**src/logic/backend_pkg.sv**
```systemverilog
package backend_pkg;

	// Data, address and PC words.
	typedef logic [31:0] word_t;

	// Register file index.
	typedef logic [4:0] reg_addr_t;

	// Load and store operation code.
	typedef logic [2:0] mem_op_t;

	// Writeback source code.
	typedef logic [1:0] wb_sel_t;

	// Conditional branch type.
	typedef logic [2:0] branch_t;

	localparam mem_op_t LB       = 3'd0;
	localparam mem_op_t LH       = 3'd1;
	localparam mem_op_t LW       = 3'd2;
	localparam mem_op_t LBU      = 3'd4;
	localparam mem_op_t LHU      = 3'd5;
	localparam mem_op_t SB       = 3'd0;
	localparam mem_op_t SH       = 3'd1;
	localparam mem_op_t SW       = 3'd2;
	localparam mem_op_t MEM_NONE = 3'd7;

	localparam wb_sel_t WB_NONE = 2'd0;
	localparam wb_sel_t WB_ALU  = 2'd1;
	localparam wb_sel_t WB_MEM  = 2'd2;
	localparam wb_sel_t WB_PC   = 2'd3;

	localparam branch_t NO_BRANCH = 3'd0;
	localparam branch_t BEQ       = 3'd1;
	localparam branch_t BNE       = 3'd2;
	localparam branch_t BLT       = 3'd3;
	localparam branch_t BGT       = 3'd4;
	localparam branch_t BLTU      = 3'd5;
	localparam branch_t BGTU      = 3'd6;

	// Word index comes from address bits 9 to 2.
	localparam int DMEM_INDEX_BITS = 8;
	localparam int DMEM_WORDS      = 2 ** DMEM_INDEX_BITS;

endpackage

```
**src/logic/writeback_stage.sv**
```systemverilog
`timescale 1ns/1ps

module writeback_stage (
	input  logic                   clk,
	input  logic                   reset,
	input  backend_pkg::word_t     alu_result,
	input  backend_pkg::word_t     mem_result,
	input  backend_pkg::word_t     pc_next,
	input  backend_pkg::reg_addr_t rd,
	input  backend_pkg::wb_sel_t   wb,
	input  logic                   valid,
	input  backend_pkg::reg_addr_t read_addr_a,
	input  backend_pkg::reg_addr_t read_addr_b,
	output backend_pkg::word_t     read_data_a,
	output backend_pkg::word_t     read_data_b
);
	import backend_pkg::*;

	word_t regs [32];
	word_t write_value;
	logic  write_en;

	always_comb begin
		case (wb)
			WB_ALU:  write_value = alu_result;
			WB_MEM:  write_value = mem_result;
			WB_PC:   write_value = pc_next;
			default: write_value = '0;
		endcase
	end

	// x0 is never written.
	assign write_en = valid && (wb != WB_NONE) && (rd != '0);

	always_ff @(posedge clk) begin
		if (reset) begin
			for (int i = 0; i < 32; i++) begin
				regs[i] <= '0;
			end
		end else if (write_en) begin
			regs[rd] <= write_value;
		end
	end

	assign read_data_a = (read_addr_a == '0) ? '0 : regs[read_addr_a];
	assign read_data_b = (read_addr_b == '0) ? '0 : regs[read_addr_b];

endmodule
```
**config.mk**
```make
export PLATFORM = sky130hd
export DESIGN_NAME = writeback_stage
export DESIGN_NICKNAME = d
export VERILOG_FILES = /design/src/logic/backend_pkg.sv /design/src/logic/writeback_stage.sv
export SDC_FILE = /design/constraint.sdc
export NUM_CORES = 2
export LEC_CHECK = 0
export BUFFER_PORTS_ARGS = -buffer_cell sky130_fd_sc_hd__buf_2
export CAP_MARGIN = 20
export CORE_MARGIN = 2
export CORE_UTILIZATION = 46
export DETAILED_ROUTE_END_ITERATION = 12
export SLEW_MARGIN = 20
export SYNTH_ARGS = -nofsm -noshare
export SYNTH_HDL_FRONTEND = slang
export SYNTH_SLANG_ARGS = --single-unit
```
**constraint.sdc**
```tcl
create_clock -name clk -period 3.96 [get_ports clk]
set_input_delay 0.198 -clock clk [delete_from_list [all_inputs] [get_ports clk]]
set_output_delay 0.198 -clock clk [all_outputs]
set_load 0.02 [all_outputs]
```
==> reports/qor.txt <==
Status: finished, final reports clean
Post-synthesis cell count: 3,698
GR Util met1: 42.4%
Kind of end point of the critical path: output pin
Top-level port count: 180
Largest cells by area after synthesis: edfxtp_1 58%, mux4_2 19%, nor2_1 7.1%
Final worst slack: 0.357 ns
Sequential share of power: 47.4%
First-pass GRT wire length: 268,000 um
Power Density: 451 nW/um^2
Gpl congestion: 0.945
Antenna diode count: 0
Synth-to-Final Area Change: 13.2%
Initial DRC count: 5,008
Busiest grt layer: met2
M2 GR Usage: 50.1%
Starting Density: 46.3%
Startpoint Class: input port
Die height: 343 um
Peak VDD IR: 0.371 mV
Post-route cell area: 60,000 um^2
Placed cell count: 5,215
Classification of the worst-slack hold path: input port to register
Clock power share: 38.6%
Worst-Margin Slew: 1.19 ns
Synth cell count leaders: 1,024 x edfxtp_1, 1,001 x nor2_1, 448 x mux4_2, 171 x clkbuf_1, 169 x buf_2
Leakage power: 19.7 nW
Crit path time final: 3.60 ns
Avg WL per Cell: 35.3 um
Clock sinks: 1,024
Post-synth top area share: 58.1%
P_int: 20.0 mW
Core ar.: 114,000 um^2
Layout cells sized above 1: 29.9%
# fillers: 9,472
Register area share after synthesis: 58.1%
Endpoints failing setup: 0
Post-synth top flop: edfxtp_1
Worst path required time: 3.76 ns
Vias in the first global route: 36,000
EDFF count, synth: 1,024
Yosys Warn Count: 0
Avg Vias per Cell: 6.72
DRC: 0
# Max-Cap Violations: 0
Cell taking the most area after synthesis: edfxtp_1
Row count: 124
Clock-pin slew on the worst setup and hold paths: 0.06 ns
Unique cell type count in the Yosys netlist: 35
Pre-CTS WS: 0.435 ns
Final hold vios: 0
Final WL: 191,000 um
Clock tree buffer depth: 3
Critical Path AT: 3.40 ns
Area of the multi-input gates: 20,600 um^2
Max Clk Rate: 278 MHz
Clk root buf: clkbuf_16
H-tree Lvls: 3
Num CTS Buffers: 110
Combinational Power Share: 14.0%
Register Area: 30,700 um^2
Vias: 36,500
1st-pass router iterations: 7
Sw Ratio: 25.9%
Total grt overflow: 0
Ys async rst share: 0%
Switching Power: 7.00 mW
CTS tree: done
Mean Syn Cell Area: 14.3 um^2
Largest Register: regs
Rel. slew slack: 20.4%
Post-route ant nets: 0
Die Width: 343 um
Placed instance area: 56,300 um^2
Critical path peak fanout: 22
Final period utilization: 91.0%
Initial antenna violation count: 7
Die Area: 118,000 um^2
Hpwl dp: 121,000 um
Max-slew violations: 0
Unrepaired setup endpoints after global routing: false
Synthesized flop and latch total: 1,024
Synthesized cell area: 53,000 um^2
Setup tns final: 0 ns
Hold_sp: mem_result[28]
Nets: 3,933
Met3 Use GR: 8.53%
Pin count of the biggest net entering global routing: 66
Global Route Usage Sum: 32.4%
Crit path kind: input port to output pin
IO Port Bufs: 179
Largest regs: regs x1024
Most frequent cell after synthesis: edfxtp_1
Fin util: 52.4%
Worst setup path startpoint: read_addr_b[3]
Final Non-Filler Cells: 5,424
Number of flip-flops in the largest register: 1,024
cells by family (layout without fill, tap and decap cells):
| logic type | Yosys count | in the layout | synth area share (%) |
|---|---|---|---|
| simple gates | 1193 | 1193 | 9.14 |
| buf+inv | 410 | 593 | 3.87 |
| mux | 672 | 672 | 23.5 |
| flops | 1024 | 1024 | 58.1 |
| compound gates | 398 | 398 | 5.42 |
| other cells | 1 | 32 | 0.00708 |
worst paths after layout:
check	endpoint	slack, ns	depth (start not counted)
min	regs[11][28]	0.14	4
max	read_data_b[3]	0.36	5
metal layers:
metal	routed length, um	vias up
met5	62	-
met4	11400	10
met3	22800	463
met2	87700	2562
met1	69300	18900
li1	-	14500
layout by cell type (no fill, tap or decap), types with 4 or more instances in the layout:
master and n:
a221oi_1 46, clkbuf_1 20, nand2b_1 4, mux2_2 96, nand2b_2 31, a22oi_1 64
a22oi_2 32, a311oi_1 63, o2111ai_1 18, clkinv_2 29, o21ai_0 90, clkinv_1 26
nor2b_1 66, buf_12 46, buf_4 155, nor2_1 1000, o21ai_1 20, buf_8 4
edfxtp_1 1024, bufinv_16 13, conb_1 32, clkbuf_16 114, mux4_2 448, a211oi_1 64
mux2i_1 128, buf_2 173, nand2_1 66
repair_timing:
| action | in CTS | in global routing |
|---|---|---|
| gates resized for setup | 0 | 0 |
| hold endpoints to repair | 1 | 0 |
| setup buffers | 0 | 0 |
| hold buffers | 1 | 0 |
layout make-up:
| class | instances | share of cell area, % |
|---|---|---|
| clock buffers | 134 | 4.88 |
| repair buffers | 383 | 5.19 |
| clock inverters | 73 | 1.15 |
| inverters | 3 | 0.0230 |
| well taps | 1512 | 3.15 |
| multi-input cells | 2295 | 34.3 |
| flip-flops and latches | 1024 | 51.3 |
critical path, cell delays in order:
cell and delay [ns]:
buf_2 0.59, nor2b_2 0.88, a22oi_1 0.33, a311oi_1 1.03, buf_2 0.33
power by group through the flow:
stage	Sequential (mW)	Clock, mW	Combinational [mW]
2_1_floorplan	12.9	0	2.23
3_3_place_gp	13.0	0	3.69
3_5_place_dp	13.0	0	3.70
4_1_cts	12.8	10.5	3.71
5_1_grt	12.9	10.9	3.86
6_report	12.8	10.4	3.78
metrics by stage:
| stage | total power, mW | hold WS (ns) |
|---|---|---|
| floorplan | 15.1 | 0.475 |
| global placement | 16.7 | 0.475 |
| detailed placement | 16.7 | 0.476 |
| CTS | 27.0 | 0.0997 |
| global route | 27.7 | 0.141 |
| finish | 27.0 | 0.137 |
(Power assumes the default switching activity.)
