==> config.mk <==
export PLATFORM = sky130hd
export DESIGN_NAME = memory_stage
export DESIGN_NICKNAME = d
export VERILOG_FILES = /design/src/logic/backend_pkg.sv /design/src/logic/memory_stage.sv
export SDC_FILE = /design/constraint.sdc
export NUM_CORES = 1
export LEC_CHECK = 0
export BUFFER_PORTS_ARGS = -buffer_cell sky130_fd_sc_hd__buf_2
export CAP_MARGIN = 20
export CORE_AREA = 3 3 166 168
export DETAILED_ROUTE_END_ITERATION = 10
export DIE_AREA = 0 0 169 171
export PLACE_DENSITY = 0.45
export REMOVE_ABC_BUFFERS = 1
export SYNTH_ARGS = -nofsm -noshare
export SYNTH_HDL_FRONTEND = slang
export SYNTH_SLANG_ARGS = --single-unit
==> constraint.sdc <==
create_clock -name vclk -period 2.13
set_input_delay 0.213 -clock vclk [all_inputs]
set_output_delay 0.213 -clock vclk [all_outputs]
set_load 0.02 [all_outputs]
==> src/logic/backend_pkg.sv <==
package backend_pkg;

	// Data, address and PC words.
	typedef logic [31:0] word_t;

	// Register file index.
	typedef logic [4:0] reg_addr_t;

	// Load and store operation code.
	typedef logic [2:0] mem_op_t;

	// Writeback source code.
	typedef logic [1:0] wb_sel_t;

	// Conditional branch type.
	typedef logic [2:0] branch_t;

	localparam mem_op_t LB       = 3'd0;
	localparam mem_op_t LH       = 3'd1;
	localparam mem_op_t LW       = 3'd2;
	localparam mem_op_t LBU      = 3'd4;
	localparam mem_op_t LHU      = 3'd5;
	localparam mem_op_t SB       = 3'd0;
	localparam mem_op_t SH       = 3'd1;
	localparam mem_op_t SW       = 3'd2;
	localparam mem_op_t MEM_NONE = 3'd7;

	localparam wb_sel_t WB_NONE = 2'd0;
	localparam wb_sel_t WB_ALU  = 2'd1;
	localparam wb_sel_t WB_MEM  = 2'd2;
	localparam wb_sel_t WB_PC   = 2'd3;

	localparam branch_t NO_BRANCH = 3'd0;
	localparam branch_t BEQ       = 3'd1;
	localparam branch_t BNE       = 3'd2;
	localparam branch_t BLT       = 3'd3;
	localparam branch_t BGT       = 3'd4;
	localparam branch_t BLTU      = 3'd5;
	localparam branch_t BGTU      = 3'd6;

	// Word index comes from address bits 9 to 2.
	localparam int DMEM_INDEX_BITS = 8;
	localparam int DMEM_WORDS      = 2 ** DMEM_INDEX_BITS;

endpackage

==> src/logic/memory_stage.sv <==
`timescale 1ns/1ps

module memory_stage (
	input  backend_pkg::word_t     alu_result,
	input  backend_pkg::mem_op_t   mem_read,
	input  backend_pkg::mem_op_t   mem_write,
	input  backend_pkg::reg_addr_t rd,
	input  backend_pkg::wb_sel_t   wb,
	input  backend_pkg::reg_addr_t rs1,
	input  backend_pkg::reg_addr_t rs2,
	input  backend_pkg::word_t     rd2,
	input  backend_pkg::word_t     pc_next,
	input  backend_pkg::word_t     curr_pc,
	input  backend_pkg::word_t     branch_offset,
	input  backend_pkg::branch_t   branch_type,
	input  logic                   valid,
	input  backend_pkg::word_t     cache_read_data,

	output backend_pkg::word_t     cache_address,
	output backend_pkg::mem_op_t   cache_mem_read,
	output backend_pkg::mem_op_t   cache_mem_write,
	output backend_pkg::word_t     cache_data,
	output logic                   cache_valid,
	output backend_pkg::word_t     out_alu_result,
	output backend_pkg::word_t     mem_result,
	output backend_pkg::reg_addr_t out_rd,
	output backend_pkg::wb_sel_t   out_wb,
	output backend_pkg::word_t     out_pc_next,
	output logic                   out_valid,
	output logic                   branch_dir,
	output backend_pkg::word_t     branch_dest
);
	import backend_pkg::*;

	// The ALU result is the data address, rd2 the store data.
	assign cache_address   = alu_result;
	assign cache_mem_read  = mem_read;
	assign cache_mem_write = mem_write;
	assign cache_data      = rd2;
	assign cache_valid     = valid;

	assign mem_result     = cache_read_data;
	assign out_alu_result = alu_result;
	assign out_rd         = rd;
	assign out_wb         = wb;
	assign out_pc_next    = pc_next;
	assign out_valid      = valid;

	// Offset is in halfwords.
	assign branch_dest = $signed(curr_pc) + ($signed(branch_offset) <<< 1);

	// Compare already done by the ALU; only sign and zero are looked at here.
	always_comb begin
		case (branch_type)
			BEQ:     branch_dir = (alu_result == '0);
			BNE:     branch_dir = (alu_result != '0);
			BLT:     branch_dir = alu_result[31];
			BGT:     branch_dir = ~alu_result[31];
			BLTU:    branch_dir = alu_result[31];
			BGTU:    branch_dir = ~alu_result[31];
			default: branch_dir = 1'b0;
		endcase
	end

endmodule

==> results.json <==
{
  "dr_total_vias": 3366,
  "slew_viol_final": 0,
  "path_class": "in -> out",
  "synth_top_area_share_pct": 43.1,
  "antenna_found_initial": 3,
  "switching_share_pct": 52.5,
  "cp_slowest_cell": "fa_2",
  "synth_common_cells": "179 x buf_4, 30 x ha_1, 24 x a21oi_1",
  "first_pass_iters": 4,
  "p_clk_share_pct": 0,
  "drc": 0,
  "seq_cell_count": 0,
  "portBuffers": 193,
  "path_max_fanout": 3,
  "nFillCells": 2955,
  "placed_area_um2": 3730,
  "core_area_um2": 26100,
  "hold_path_class": "in -> out",
  "wl_per_cell_um": 35.5,
  "syn_to_final_growth_pct": 42.6,
  "via_per_inst": 3.92,
  "holdWs_ps": 426,
  "syn_inst": 427,
  "setup_slack_ps": -291,
  "power_leakage_nw": 2.10,
  "gr-total-overflow": 0,
  "hold-path-cell-count": 0,
  "path_cells": "buf_8, ha_4, fa_2, a211oi_2, nor2_2, o211ai_1, a21oi_2, o21ai_2, buf_4, xnor2_2, buf_4",
  "dr.first_iter.drc_count": 93,
  "setup_violations": 19,
  "hold_end": "mem_result[25]",
  "power.total_mw": 1.68,
  "stdcell_area_um2": 4450,
  "fin_cells": 859,
  "fin_setup_tns_ps": -3220,
  "hold_viol": 0,
  "register_area_um2": 0,
  "seqPwrFrac_pct": 0,
  "grt_pass1_wl_um": 36000,
  "cpMostUsedCell": "buf_4",
  "post-place-ws_ps": -622,
  "num_rows": 59,
  "crit_family": "compound AO/OA/AOI/OAI gates",
  "grt_max_degree": 11,
  "finalCritPeriodShare_pct": 114,
  "fin_crit_ps": 2420,
  "rsz0062_at_grt": "yes",
  "worst-path-buf-inv": 3,
  "nClkBuffers": 0,
  "tightestPinTransition_ps": 426,
  "gp_congestion": 0.810,
  "place_inst": 848,
  "num_io_pins": 427,
  "violations": "setup timing",
  "final_nets": 775,
  "initial_core_util_pct": 12.0,
  "synth.distinct_cells": 48,
  "cp-end-kind": "primary output",
  "die-area_um2": 28900,
  "ys_top_cells_by_area": "buf_4 43%, ha_1 12%, xnor2_1 5.1%",
  "netlist_area_um2": 3120,
  "cap_violations": 0,
  "crit_path_start_kind": "primary input",
  "internal-power_mw": 0.796,
  "wl_um": 30500,
  "peakVddDrop_mv": 0.170,
  "critPathMaxStageDelay_ps": 380,
  "hold_start": "cache_read_data[25]",
  "ys_seq_area_share_pct": 0,
  "p_per_area_nw_per_um2": 377,
  "grt.total_usage_pct": 19.5,
  "fp.dieW_um": 169,
  "post-dp-hpwl_um": 28500,
  "p_sw_mw": 0.881,
  "die-height_um": 171,
  "synth.largest_area_cell": "buf_4",
  "grt_pass1_vias": 3286,
  "avgSynthCellArea_um2": 7.30,
  "max_freq_ghz": 0.413,
  "drtAntennaViolNets": 0,
  "drive_gt1_share_pct": 67.7,
  "outcome": "finished, violations left",
  "final_core_util_pct": 17.1,
  "p_comb_share_pct": 100.0,
  "max-slew-margin-rel_pct": 71.5,
  "yosysMostFrequentCell": "buf_4",
  "cp.required_ps": 1920,
  "yosysWarnings": 0,
  "cp.arrival_ps": 2210
}
[cell type report]
cell class	count	area (um^2)	share of cell area [%]
multi-input cells	234	2220	49.9
diodes	1	2.50	0.0563
inverters	6	22.5	0.506
well taps	335	419	9.43
repair buffers	283	1780	40.1
[routing by layer]
| metal | global-route usage, % | vias up | wire length, um |
|---|---|---|---|
| li1 | - | 1507 | - |
| met1 | 11.1 | 1475 | 6310 |
| met2 | 42.2 | 356 | 17500 |
| met3 | 17.2 | 20 | 5780 |
| met4 | 2.36 | 8 | 813 |
| met5 | 2.84 | - | 147 |
[cell usage in the layout, fill, tap and decap left out, drive strengths merged, types with 2 or more instances in the layout]
cell / synthesis / routed
xnor2: 18 / 18
nor3: 9 / 9
o211ai: 3 / 3
nor2b: 5 / 5
mux2i: 2 / 2
nor4: 9 / 9
nand2b: 3 / 3
o31ai: 2 / 2
buf: 182 / 283
nand4b: 2 / 2
a21o: 16 / 16
a41oi: 2 / 2
nor2: 13 / 13
nand4: 6 / 6
ha: 30 / 30
and3: 3 / 3
xor2: 9 / 9
o21a: 2 / 2
o21ai: 19 / 19
nand2: 23 / 23
nand3: 3 / 3
a211o: 2 / 2
o311ai: 2 / 2
inv: 6 / 6
a31oi: 11 / 11
a211oi: 3 / 3
a21oi: 24 / 24
[logic make-up after synthesis]
group	synth area share [%]
AO/OA/AOI/OAI	20.2
XOR/XNOR	7.58
adder cells (fa/ha/maj)	12.7
buffers and inverters	44.9
multiplexers	0.642
AND/OR/NAND/NOR	14.0
[timing repair]
| action | CTS | global route |
|---|---|---|
| pin swaps | 32 | 34 |
| hold buffers | 0 | 0 |
| gates resized for setup | 69 | 55 |
| setup buffers | 6 | 9 |
| endpoints found under the setup margin | 24 | 24 |
| endpoints found under the hold margin | 0 | 0 |
[power by group through the flow]
stage	Combinational, mW	Sequential, mW	Clock (mW)
after floorplan	0.633	0	0
after global placement	1.37	0	0
after detailed placement	1.37	0	0
after CTS	1.54	0	0
after global routing	1.80	0	0.0000000628
final	1.68	0	0.0000000628
[how the worst max path moves through the flow]
stage | endpoint | startpoint | cells past startpoint | slack (ps)
global route | branch_dest[31] | curr_pc[1] | 11 | -420
finish | branch_dest[23] | branch_offset[0] | 11 | -290
CTS | branch_dest[31] | branch_offset[0] | 11 | -320
floorplan | branch_dest[17] | curr_pc[1] | 9 | -400
global placement | branch_dest[27] | curr_pc[1] | 11 | -600
detailed placement | branch_dest[27] | curr_pc[1] | 11 | -620
(Power assumes the default switching activity.)
